### src/design/bpPkg.sv
// Sizes and encodings for an RV32I fetch predictor; no compressed opcodes and the table index is fixed to PC[7:2]
package bpPkg;

  ////////////////////////////////////////
  // Widths and table sizes
  ////////////////////////////////////////

  // PC and instruction word width
  localparam int XLEN = 32;

  // Return stack depth, not a power of two
  localparam int RAS_SIZE = 6;
  // Pointer wide enough for RAS_SIZE entries
  localparam int RAS_PTR_BITS = 3;

  // Bimodal direction table
  localparam int DIR_ENTRIES = 64;
  // Index comes from PC[7:2]
  localparam int DIR_INDEX_BITS = 6;

  ////////////////////////////////////////
  // Encodings
  ////////////////////////////////////////

  // Major opcodes seen by the predecoder
  // OP_OTHER is an unused encoding that stands for everything else
  typedef enum logic [6:0] {
    OP_BRANCH = 7'b1100011,
    OP_JAL    = 7'b1101111,
    OP_JALR   = 7'b1100111,
    OP_OTHER  = 7'b0000000
  } opcode_t;

  // Control flow class carried down the pipe
  // Call is jal/jalr with rd in {x1, x5}
  // Return is jalr with rd x0 and rs1 in {x1, x5}
  typedef enum logic [2:0] {
    CLASS_OTHER  = 3'd0,
    CLASS_BRANCH = 3'd1,
    CLASS_JAL    = 3'd2,
    CLASS_CALL   = 3'd3,
    CLASS_RETURN = 3'd4
  } instrClass_t;

  // 2-bit saturating direction counter
  // Upper bit set means predict taken
  typedef enum logic [1:0] {
    STRONG_NT = 2'b00,
    WEAK_NT   = 2'b01,
    WEAK_T    = 2'b10,
    STRONG_T  = 2'b11
  } counter_t;

endpackage

### src/design/fetchPredecode.sv
// Exact RV32I predecode of 32-bit words only; a flush clears a stage only when that stage is not stalled
`timescale 1ns/100ps

module fetchPredecode (
  input  logic                  clk,
  input  logic                  reset,
  input  logic                  StallD,
  input  logic                  StallE,
  input  logic                  FlushD,
  input  logic                  FlushE,
  input  logic [bpPkg::XLEN-1:0] PCF,
  input  logic [bpPkg::XLEN-1:0] InstrF,
  output logic                  ReturnF,
  output logic                  BranchF,
  output logic                  JalF,
  output logic [bpPkg::XLEN-1:0] ImmF,
  output logic                  ReturnD,
  output logic                  ReturnE,
  output logic                  CallE,
  output logic                  BranchE,
  output logic [bpPkg::XLEN-1:0] PCE,
  output logic [bpPkg::XLEN-1:0] PCLinkE
);

  bpPkg::opcode_t     opF;
  bpPkg::instrClass_t classF;
  bpPkg::instrClass_t classD;
  bpPkg::instrClass_t classE;
  logic [4:0]         rdF;
  logic [4:0]         rs1F;
  logic               linkRdF;
  logic               linkRs1F;
  logic [bpPkg::XLEN-1:0] immBranchF;
  logic [bpPkg::XLEN-1:0] immJalF;
  logic [bpPkg::XLEN-1:0] pcD;
  logic [bpPkg::XLEN-1:0] linkD;

  ////////////////////////////////////////
  // F stage predecode
  ////////////////////////////////////////

  // Register fields
  assign rdF  = InstrF[11:7];
  assign rs1F = InstrF[19:15];

  // x1 and x5 are the link registers
  assign linkRdF  = (rdF == 5'd1) || (rdF == 5'd5);
  assign linkRs1F = (rs1F == 5'd1) || (rs1F == 5'd5);

  // Opcode map, illegal funct3 codes fall to OP_OTHER
  always_comb begin
    case (InstrF[6:0])
      bpPkg::OP_BRANCH: opF = (InstrF[14:13] == 2'b01) ? bpPkg::OP_OTHER : bpPkg::OP_BRANCH;
      bpPkg::OP_JAL:    opF = bpPkg::OP_JAL;
      bpPkg::OP_JALR:   opF = (InstrF[14:12] == 3'b000) ? bpPkg::OP_JALR : bpPkg::OP_OTHER;
      default:          opF = bpPkg::OP_OTHER;
    endcase
  end

  // Class from opcode plus rd/rs1
  always_comb begin
    classF = bpPkg::CLASS_OTHER;
    case (opF)
      bpPkg::OP_BRANCH: classF = bpPkg::CLASS_BRANCH;
      bpPkg::OP_JAL:    classF = linkRdF ? bpPkg::CLASS_CALL : bpPkg::CLASS_JAL;
      bpPkg::OP_JALR: begin
        if (linkRdF) begin
          classF = bpPkg::CLASS_CALL;
        end else if ((rdF == 5'd0) && linkRs1F) begin
          classF = bpPkg::CLASS_RETURN;
        end
      end
      default:          classF = bpPkg::CLASS_OTHER;
    endcase
  end

  // B-type and J-type immediates, sign extended
  assign immBranchF = {{(bpPkg::XLEN-12){InstrF[31]}}, InstrF[7], InstrF[30:25],
                       InstrF[11:8], 1'b0};
  assign immJalF    = {{(bpPkg::XLEN-20){InstrF[31]}}, InstrF[19:12], InstrF[20],
                       InstrF[30:21], 1'b0};

  // Jal target also covers jal calls
  assign JalF    = (opF == bpPkg::OP_JAL);
  assign BranchF = (classF == bpPkg::CLASS_BRANCH);
  assign ReturnF = (classF == bpPkg::CLASS_RETURN);
  assign ImmF    = JalF ? immJalF : immBranchF;

  ////////////////////////////////////////
  // D and E stage registers
  ////////////////////////////////////////

  // D class, flush kills the word leaving F
  always_ff @(posedge clk) begin
    if (reset) begin
      classD <= bpPkg::CLASS_OTHER;
    end else if (!StallD) begin
      classD <= FlushD ? bpPkg::CLASS_OTHER : classF;
    end
  end

  // D payload, link address formed on entry to D
  always_ff @(posedge clk) begin
    if (!StallD) begin
      pcD   <= PCF;
      linkD <= PCF + bpPkg::XLEN'(4);
    end
  end

  // E class
  always_ff @(posedge clk) begin
    if (reset) begin
      classE <= bpPkg::CLASS_OTHER;
    end else if (!StallE) begin
      classE <= FlushE ? bpPkg::CLASS_OTHER : classD;
    end
  end

  // E payload
  always_ff @(posedge clk) begin
    if (!StallE) begin
      PCE     <= pcD;
      PCLinkE <= linkD;
    end
  end

  assign ReturnD = (classD == bpPkg::CLASS_RETURN);
  assign ReturnE = (classE == bpPkg::CLASS_RETURN);
  assign CallE   = (classE == bpPkg::CLASS_CALL);
  assign BranchE = (classE == bpPkg::CLASS_BRANCH);

  // An E stall must hold D too or the word waiting in D is overwritten
  assert property (@(posedge clk) disable iff (reset) StallE |-> StallD);

endmodule

### src/design/returnStack.sv
// Six-entry circular return stack; overflow silently overwrites the oldest entry, no class-mismatch repair
`timescale 1ns/100ps

module returnStack (
  input  logic                  clk,
  input  logic                  reset,
  input  logic                  StallD,
  input  logic                  StallE,
  input  logic                  StallM,
  input  logic                  FlushD,
  input  logic                  FlushE,
  input  logic                  FlushM,
  input  logic                  ReturnF,
  input  logic                  ReturnD,
  input  logic                  ReturnE,
  input  logic                  CallE,
  input  logic [bpPkg::XLEN-1:0] PCLinkE,
  output logic [bpPkg::XLEN-1:0] RASPCF
);

  logic [bpPkg::XLEN-1:0]         stack [bpPkg::RAS_SIZE];
  logic [bpPkg::RAS_PTR_BITS-1:0] ptr;
  logic [bpPkg::RAS_PTR_BITS-1:0] ptrUp;
  logic [bpPkg::RAS_PTR_BITS-1:0] ptrDown;
  logic                           popF;
  logic                           pushE;
  logic                           repair;
  logic                           incPtr;
  logic                           decPtr;

  ////////////////////////////////////////
  // Stack requests
  ////////////////////////////////////////

  // Return leaves F
  assign popF  = ReturnF && !StallD && !FlushD;
  // Call leaves E
  assign pushE = CallE && !StallM && !FlushM;

  // Popped return killed in D or E, give its entry back
  assign repair = (ReturnD && FlushE && !StallE) || (ReturnE && FlushM);

  // Increment beats a coincident pop
  assign incPtr = pushE || repair;
  assign decPtr = popF && !incPtr;

  ////////////////////////////////////////
  // Pointer with wrap at RAS_SIZE
  ////////////////////////////////////////

  // Top entry wraps to 0
  assign ptrUp = (ptr == bpPkg::RAS_PTR_BITS'(bpPkg::RAS_SIZE - 1)) ?
                 '0 : ptr + bpPkg::RAS_PTR_BITS'(1);

  // Entry 0 wraps to the top
  assign ptrDown = (ptr == '0) ?
                   bpPkg::RAS_PTR_BITS'(bpPkg::RAS_SIZE - 1) : ptr - bpPkg::RAS_PTR_BITS'(1);

  always_ff @(posedge clk) begin
    if (reset) begin
      ptr <= '0;
    end else if (incPtr) begin
      ptr <= ptrUp;
    end else if (decPtr) begin
      ptr <= ptrDown;
    end
  end

  // Link storage, push lands one above the pointer
  always_ff @(posedge clk) begin
    if (reset) begin
      for (int i = 0; i < bpPkg::RAS_SIZE; i++) begin
        stack[i] <= '0;
      end
    end else if (pushE) begin
      stack[ptrUp] <= PCLinkE;
    end
  end

  // Predicted return target
  assign RASPCF = stack[ptr];

  // Stale pointer codes 6 and 7 never reached
  assert property (@(posedge clk) disable iff (reset) ptr < bpPkg::RAS_SIZE);

endmodule

### src/design/directionTable.sv
// Bimodal predictor with no tags; branches that share PC[7:2] alias onto one counter
`timescale 1ns/100ps

module directionTable (
  input  logic                  clk,
  input  logic                  reset,
  input  logic                  StallM,
  input  logic                  FlushM,
  input  logic                  BranchE,
  input  logic                  TakenE,
  input  logic [bpPkg::XLEN-1:0] PCF,
  input  logic [bpPkg::XLEN-1:0] PCE,
  output logic                  PredTakenF
);

  bpPkg::counter_t                  counters [bpPkg::DIR_ENTRIES];
  bpPkg::counter_t                  readCount;
  bpPkg::counter_t                  trainCount;
  bpPkg::counter_t                  nextCount;
  logic [bpPkg::DIR_INDEX_BITS-1:0] readIdx;
  logic [bpPkg::DIR_INDEX_BITS-1:0] trainIdx;
  logic                             trainE;

  ////////////////////////////////////////
  // Fetch side lookup
  ////////////////////////////////////////

  // Word index, bits 1:0 always zero
  assign readIdx   = PCF[bpPkg::DIR_INDEX_BITS+1:2];
  assign readCount = counters[readIdx];

  // Taken for either taken state
  assign PredTakenF = (readCount == bpPkg::WEAK_T) || (readCount == bpPkg::STRONG_T);

  ////////////////////////////////////////
  // Training from E
  ////////////////////////////////////////

  // Resolved branch leaving E
  assign trainE     = BranchE && !StallM && !FlushM;
  assign trainIdx   = PCE[bpPkg::DIR_INDEX_BITS+1:2];
  assign trainCount = counters[trainIdx];

  // One step toward the outcome, saturating at both ends
  always_comb begin
    case (trainCount)
      bpPkg::STRONG_NT: nextCount = TakenE ? bpPkg::WEAK_NT  : bpPkg::STRONG_NT;
      bpPkg::WEAK_NT:   nextCount = TakenE ? bpPkg::WEAK_T   : bpPkg::STRONG_NT;
      bpPkg::WEAK_T:    nextCount = TakenE ? bpPkg::STRONG_T : bpPkg::WEAK_NT;
      bpPkg::STRONG_T:  nextCount = TakenE ? bpPkg::STRONG_T : bpPkg::WEAK_T;
      default:          nextCount = bpPkg::WEAK_NT;
    endcase
  end

  // Counter array, all weak not-taken out of reset
  always_ff @(posedge clk) begin
    if (reset) begin
      for (int i = 0; i < bpPkg::DIR_ENTRIES; i++) begin
        counters[i] <= bpPkg::WEAK_NT;
      end
    end else if (trainE) begin
      counters[trainIdx] <= nextCount;
    end
  end

  // Outcome from the E stage must be resolved by the time it trains
  assert property (@(posedge clk) disable iff (reset) trainE |-> !$isunknown(TakenE));

endmodule

### src/design/nextPcSelect.sv
// Fetch-cycle next PC choice; jalr other than returns falls through to PC+4
`timescale 1ns/100ps

module nextPcSelect (
  input  logic                  ReturnF,
  input  logic                  BranchF,
  input  logic                  JalF,
  input  logic                  PredTakenF,
  input  logic [bpPkg::XLEN-1:0] PCF,
  input  logic [bpPkg::XLEN-1:0] ImmF,
  input  logic [bpPkg::XLEN-1:0] RASPCF,
  output logic [bpPkg::XLEN-1:0] PredPCF,
  output logic                  PredRedirectF
);

  logic [bpPkg::XLEN-1:0] pcPlus4F;
  logic [bpPkg::XLEN-1:0] pcTargetF;
  logic                   takeTargetF;

  ////////////////////////////////////////
  // Candidate addresses
  ////////////////////////////////////////

  // Sequential fetch, 32-bit words only
  assign pcPlus4F = PCF + bpPkg::XLEN'(4);

  // PC-relative target for jal and branches
  assign pcTargetF = PCF + ImmF;

  ////////////////////////////////////////
  // Selection
  ////////////////////////////////////////

  // Jal always, branch only when the counter says taken
  assign takeTargetF = JalF || (BranchF && PredTakenF);

  // Return has priority, classes are exclusive anyway
  always_comb begin
    if (ReturnF) begin
      PredPCF = RASPCF;
    end else if (takeTargetF) begin
      PredPCF = pcTargetF;
    end else begin
      PredPCF = pcPlus4F;
    end
  end

  // Any choice other than the sequential PC
  assign PredRedirectF = ReturnF || takeTargetF;

endmodule

### src/design/branchPredictor.sv
// Fetch-stage predictor top; the pipeline must hold F whenever D is stalled so a held return is refetched
`timescale 1ns/100ps

module branchPredictor (
  input  logic                  clk,
  input  logic                  reset,
  input  logic                  StallF,
  input  logic                  StallD,
  input  logic                  StallE,
  input  logic                  StallM,
  input  logic                  FlushD,
  input  logic                  FlushE,
  input  logic                  FlushM,
  input  logic [bpPkg::XLEN-1:0] PCF,
  input  logic [bpPkg::XLEN-1:0] InstrF,
  input  logic                  TakenE,
  output logic [bpPkg::XLEN-1:0] PredPCF,
  output logic                  PredRedirectF
);

  // F stage predecode results
  logic                   ReturnF;
  logic                   BranchF;
  logic                   JalF;
  logic [bpPkg::XLEN-1:0] ImmF;
  // Pipelined class and addresses
  logic                   ReturnD;
  logic                   ReturnE;
  logic                   CallE;
  logic                   BranchE;
  logic [bpPkg::XLEN-1:0] PCE;
  logic [bpPkg::XLEN-1:0] PCLinkE;
  // Predictor state reads
  logic [bpPkg::XLEN-1:0] RASPCF;
  logic                   PredTakenF;

  ////////////////////////////////////////
  // Input side
  ////////////////////////////////////////

  fetchPredecode predecode_i (
    .clk(clk), .reset(reset),
    .StallD(StallD), .StallE(StallE), .FlushD(FlushD), .FlushE(FlushE),
    .PCF(PCF), .InstrF(InstrF),
    .ReturnF(ReturnF), .BranchF(BranchF), .JalF(JalF), .ImmF(ImmF),
    .ReturnD(ReturnD), .ReturnE(ReturnE), .CallE(CallE), .BranchE(BranchE),
    .PCE(PCE), .PCLinkE(PCLinkE)
  );

  ////////////////////////////////////////
  // Predictor state
  ////////////////////////////////////////

  returnStack ras_i (
    .clk(clk), .reset(reset),
    .StallD(StallD), .StallE(StallE), .StallM(StallM),
    .FlushD(FlushD), .FlushE(FlushE), .FlushM(FlushM),
    .ReturnF(ReturnF), .ReturnD(ReturnD), .ReturnE(ReturnE), .CallE(CallE),
    .PCLinkE(PCLinkE), .RASPCF(RASPCF)
  );

  directionTable dir_i (
    .clk(clk), .reset(reset),
    .StallM(StallM), .FlushM(FlushM),
    .BranchE(BranchE), .TakenE(TakenE),
    .PCF(PCF), .PCE(PCE),
    .PredTakenF(PredTakenF)
  );

  ////////////////////////////////////////
  // Output side
  ////////////////////////////////////////

  nextPcSelect select_i (
    .ReturnF(ReturnF), .BranchF(BranchF), .JalF(JalF), .PredTakenF(PredTakenF),
    .PCF(PCF), .ImmF(ImmF), .RASPCF(RASPCF),
    .PredPCF(PredPCF), .PredRedirectF(PredRedirectF)
  );

  // A D stall must freeze F too, or an unpopped return would be lost
  assert property (@(posedge clk) disable iff (reset) StallD |-> StallF);

endmodule

### config.mk
export PLATFORM = sky130hd
export DESIGN_NAME = branchPredictor
export DESIGN_NICKNAME = d
export VERILOG_FILES = /design/src/design/bpPkg.sv /design/src/design/fetchPredecode.sv /design/src/design/returnStack.sv /design/src/design/directionTable.sv /design/src/design/nextPcSelect.sv /design/src/design/branchPredictor.sv
export SDC_FILE = /design/constraint.sdc
export NUM_CORES = 1
export LEC_CHECK = 0
export ABC_CLOCK_PERIOD_IN_PS = 9290
export BUFFER_PORTS_ARGS = -buffer_cell sky130_fd_sc_hd__buf_2
export CORE_MARGIN = 3
export CORE_UTILIZATION = 30
export CTS_CLUSTER_DIAMETER = 100
export DETAILED_ROUTE_END_ITERATION = 16
export GPL_ROUTABILITY_DRIVEN = 0
export PLACE_DENSITY = 0.41
export SETUP_SLACK_MARGIN = 0.02
export SLEW_MARGIN = 20
export SYNTH_ARGS = -nofsm -noshare
export SYNTH_HDL_FRONTEND = slang
export SYNTH_HIERARCHICAL = 1
export SYNTH_SLANG_ARGS = --single-unit
### constraint.sdc
create_clock -name clk -period 9.29 [get_ports clk]
set_input_delay 2.787 -clock clk [delete_from_list [all_inputs] [get_ports clk]]
set_output_delay 2.787 -clock clk [all_outputs]
set_load 0.005 [all_outputs]
* Word-level counts from Yosys, hierarchy flattened
Memory sizes are Yosys's and may differ from the RTL's. A register that Yosys moved wholly into a read port is not among the register bits. Index checks and enable logic that the tools add are counted.
Word-level totals: word-level logic and storage cells 106, output and inout port bits 33, register bits 89, memories 2, bits in writable memories 320
Operators by class: reductions and logical operators 32, add/sub/neg operators 4, equal/unequal tests 23, multiplexer cells 38
Memories:
- ras_i.stack | words 6, bits a word 32, read ports 1, clocked after Yosys merged registers in 1, wr ports 6, line returnStack.sv:21 | logic [bpPkg::XLEN-1:0] stack [bpPkg::RAS_SIZE];
- dir_i.counters | words 64, bits a word 2, read ports 2, clocked after Yosys merged registers in 1, wr ports 64, line directionTable.sv:16 | bpPkg::counter_t counters [bpPkg::DIR_ENTRIES];
Operator list (number):
- $mux W32 | 3
- $eq A7 B7 Y1 const B | 6
- $mux W3 | 11
- $add A32 B3 Y32 const B | 1
- $add A32 B32 Y32 | 1
- $reduce_or A32 Y1 | 1
- $pmux W7 S3 | 1
- $mux W20 | 1
- $mux W7 | 2
- $mux W1 | 13
- $eq A3 B3 Y1 const B | 4
- $logic_and A1 B1 Y1 | 12
- $mux W6 | 2
- $eq A5 B1 Y1 const B | 2
- $eq A5 B3 Y1 const B | 2
- $pmux W3 S3 | 1
- $eq A2 B2 Y1 const B | 4
- $pmux W2 S4 | 1
- $logic_or A1 B1 Y1 | 7
- $eq A3 B1 Y1 const B | 2
- $logic_not A1 Y1 | 6
- $logic_not A3 Y1 | 2
- $mux W2 | 3
- $logic_not A5 Y1 | 1
- 7 further kinds | 8

* Longest topological paths before layout
depth after elaboration 14, depth in mapped cells 16

* By module
The synthesis kept the hierarchy.
By module, submodules not included:
- returnStack | instances 1, seq. area each 7807.5 µm², cells an instance 664, area each 11210.8 µm²
- directionTable | instances 1, seq. area each 3843.7 µm², cells an instance 622, area each 7139.3 µm²
- fetchPredecode | instances 1, seq. area each 3843.7 µm², cells an instance 289, area each 4979.8 µm²
- nextPcSelect | instances 1, seq. area each 0.0 µm², cells an instance 440, area each 2917.8 µm²

* Worst setup path before layout
Ideal clock, no wire load.
path type in2out, start input port PCF[2] (netlist name), end output port PredPCF[30] (netlist name), path slack 0.394 ns, required time 6.503 ns, stages on the path 13, path buffers 2, arrival time 6.109 ns, path through clkbuf_1 -> buf_1 -> mux4_2 -> mux4_2 -> a211oi_1 -> a21oi_1 -> a21oi_1 -> nor2_1 -> nand2_1 -> and3_1 -> a31oi_1 -> or2_1 -> a2bb2oi_1
Between the ends: cells in the longest elaborated chain, start to end 7
Ends and longest elaborated chain:
- start: declaration | line branchPredictor.sv:14 | input logic [bpPkg::XLEN-1:0] PCF,
- $mem_v2 Z64 W2 (*)
- $eq A2 B2 Y1 | line directionTable.sv:33 | assign PredTakenF = (readCount == bpPkg::WEAK_T) || (readCount == bpPkg::STRONG_T);
- $logic_or A1 B1 Y1 (*) | line directionTable.sv:33
- via PredTakenF | line branchPredictor.sv:35 | logic PredTakenF;
- $logic_and A1 B1 Y1 (*) | line nextPcSelect.sv:35 | assign takeTargetF = JalF || (BranchF && PredTakenF);
- $logic_or A1 B1 Y1 (*) | line nextPcSelect.sv:35
- $mux W32 (*) | line nextPcSelect.sv:41 | end else if (takeTargetF) begin
- $mux W32 (*) | line nextPcSelect.sv:39 | if (ReturnF) begin
- end: declaration | line branchPredictor.sv:17 | output logic [bpPkg::XLEN-1:0] PredPCF,
Mark *: on every way through the listed nets, which the timed path passes. The rest lies on a longest branch.

* Worst setup path after layout
start input port InstrF[4] (netlist name), end output port PredPCF[26] (netlist name)
RTL lines:
- start: declaration | line branchPredictor.sv:15 | input logic [bpPkg::XLEN-1:0] InstrF,
- $eq A7 B7 Y1 | line fetchPredecode.sv:52 | case (InstrF[6:0])
- $pmux W7 S3 (*) | line fetchPredecode.sv:52
- $eq A7 B7 Y1 (*) | line fetchPredecode.sv:84 | assign JalF = (opF == bpPkg::OP_JAL);
- via JalF | line branchPredictor.sv:24 | logic JalF;
- $mux W20 (*) | line fetchPredecode.sv:87 | assign ImmF = JalF ? immJalF : immBranchF;
- via ImmF (one bit) | line branchPredictor.sv:25 | logic [bpPkg::XLEN-1:0] ImmF;
- $add A32 B32 Y32 (*) | line nextPcSelect.sv:28 | assign pcTargetF = PCF + ImmF;
- $mux W32 (*) | line nextPcSelect.sv:41
- $mux W32 (*) | line nextPcSelect.sv:39
Marked as above.

==> results.json <==
{
  "grt_pass1_vias": 16900,
  "h-tree-depth": 2,
  "synthCells": 1967,
  "maxCapViolations": 0,
  "hold_viol_final": 0,
  "min_period_ns": 9.10,
  "drtIter0Drc": 1295,
  "drc_errors": 0,
  "nets": 2170,
  "rsz0062_at_grt": "no",
  "grt-ovfl-total": 0,
  "worst-slew-pin-transition_ns": 1.15,
  "fin_skew_ns": 0.0644,
  "maxSlewViolCount": 0,
  "power_density_nw_per_um2": 177,
  "initial_core_util": 0.306,
  "hold_buffers": 0,
  "drive_gt1_frac": 0.216,
  "relSlewSlack": 0.229,
  "path_clk_slew_ns": 0.06,
  "syn_area_um2": 24800,
  "rows": 104,
  "drt_wl_total_um": 76700,
  "setup-tns-final_ns": 0,
  "antenna_found_initial": 1,
  "core_area_um2": 81200,
  "fin_crit_sh": 0.980,
  "cts_buffers": 52,
  "place_ws_ns": 0.000890,
  "clk_path_buf_depth": 3,
  "ios": 107,
  "outcome": "completed",
  "port_buffers": 105,
  "startpoint_type": "input pin",
  "syn_area_per_cell_um2": 12.6,
  "cts_tree": "yes",
  "wl_per_cell_um": 24.2,
  "irDropWorstVdd_mv": 0.132,
  "end_kind": "output pin",
  "final_util": 0.346,
  "clkLatencyLatePin_ns": 0.63,
  "postRouteAntennaNets": 0,
  "grtUsageTotal": 0.177,
  "dieArea_um2": 86200,
  "grt_first_pass_wirelength_um": 113000,
  "hold_path.class": "flop to flop",
  "final_common_cell": "edfxtp_1",
  "hpwl_um": 50400,
  "cts_sinks": 472,
  "layout_common_cells": "edfxtp_1, nand2_1, nor2_1",
  "setup_viol": 0,
  "p_leak_nw": 10.1,
  "critPathArrivalTime_ns": 6.31,
  "vias_per_cell": 5.22,
  "die_h_um": 294,
  "path_class": "input pin to output pin",
  "first_pass_iters": 5,
  "fin_ws_ns": 0.189,
  "yosys_warnings": 6,
  "area_growth_pct": 13.3,
  "n_fill_cell": 8116,
  "cts_root_buf": "clkbuf_16",
  "grt_start_max_net_pins": 68,
  "vias": 16500,
  "die_w_um": 294,
  "required_ns": 6.50,
  "max_freq_ghz": 0.110,
  "crit_fanout": 7
}
report_power, final:
part / leakage (nW) / total [mW] / internal [mW] / switching, mW
clock: 0.812 / 2.02 / 1.17 / 0.858
sequential: 4.59 / 2.45 / 2.41 / 0.0413
combinational: 4.72 / 0.504 / 0.176 / 0.328
layout make-up:
class | count | area [um^2] | share of cell area
Sequential cell | 472 | 14100 | 0.500
Multi-Input combinational cell | 1317 | 9900 | 0.352
Clock buffer | 66 | 1380 | 0.0492
Tap cell | 1060 | 1330 | 0.0472
Timing Repair Buffer | 160 | 941 | 0.0335
Clock inverter | 29 | 280 | 0.00997
Inverter | 58 | 218 | 0.00774
Antenna cell | 1 | 2.50 | 0.0000890
critical path, cell delays in order:
cell      delay [ns]
buf_2           0.09
and4b_1         0.27
and4_4          0.31
mux2_2          0.40
fa_1            0.44
a21o_1          0.21
a221oi_2        0.32
nor3_2          0.14
o211ai_2        0.25
a21oi_2         0.13
buf_4           0.16
nand3_1         0.10
mux2_2          0.36
o21ai_1         0.18
buf_2           0.15
registers in the layout, indices dropped and copies added (netlist names), named ones only:
register             count
ras_i/ptr                3
predecode_i/linkD       30
predecode_i/classE       3
predecode_i/PCLinkE     30
ras_i/stack            256
predecode_i/PCE          8
predecode_i/pcD          8
dir_i/counters         128
predecode_i/classD       3
stage by stage:
| step | cell area [um^2] | hold slack, ns | cells | total power, mW |
|---|---|---|---|---|
| 2_1_floorplan | 24900 | 0.400 | 1998 | 2.80 |
| 3_3_place_gp | 26400 | 0.401 | 3067 | 2.99 |
| 3_5_place_dp | 26400 | 0.405 | 3067 | 3.00 |
| 4_1_cts | 28100 | 0.402 | 3162 | 5.04 |
| 5_1_grt | 28100 | 0.415 | 3162 | 5.17 |
| 6_report | 28100 | 0.409 | 3163 | 4.98 |
what timing repair did:
action | 4_1_cts | 5_1_grt
endpoints found under the setup margin | 1 | 5
cloned | 0 | 0
endpoints found under the hold margin | 0 | 0
setup buffers | 0 | 0
resized for setup | 1 | 4
worst paths after layout:
kind | to | slack (ns) | cells after the start | from
setup / recovery | PredPCF[26] | 0.19 | 15 | InstrF[4]
hold / removal | predecode_i/PCLinkE[11]$_DFFE_PN_ | 0.41 | 0 | predecode_i/linkD[11]$_DFFE_PN_
setup reg to reg | ras_i/stack[4][2]$_SDFFCE_PN0P_ | 4.87 | 7 | predecode_i/classE[2]$_SDFFE_PP0N_
hold reg to reg | predecode_i/PCLinkE[11]$_DFFE_PN_ | 0.41 | 0 | predecode_i/linkD[11]$_DFFE_PN_
metal layers:
metal | up-vias | global-route usage | wire (um)
met5 | - | 0 | 0
met4 | 0 | 0.0405 | 1500
met3 | 94 | 0.0345 | 5060
met2 | 520 | 0.261 | 33000
met1 | 8347 | 0.267 | 37100
li1 | 7558 | - | -
Power figures use the tool's default switching activity.
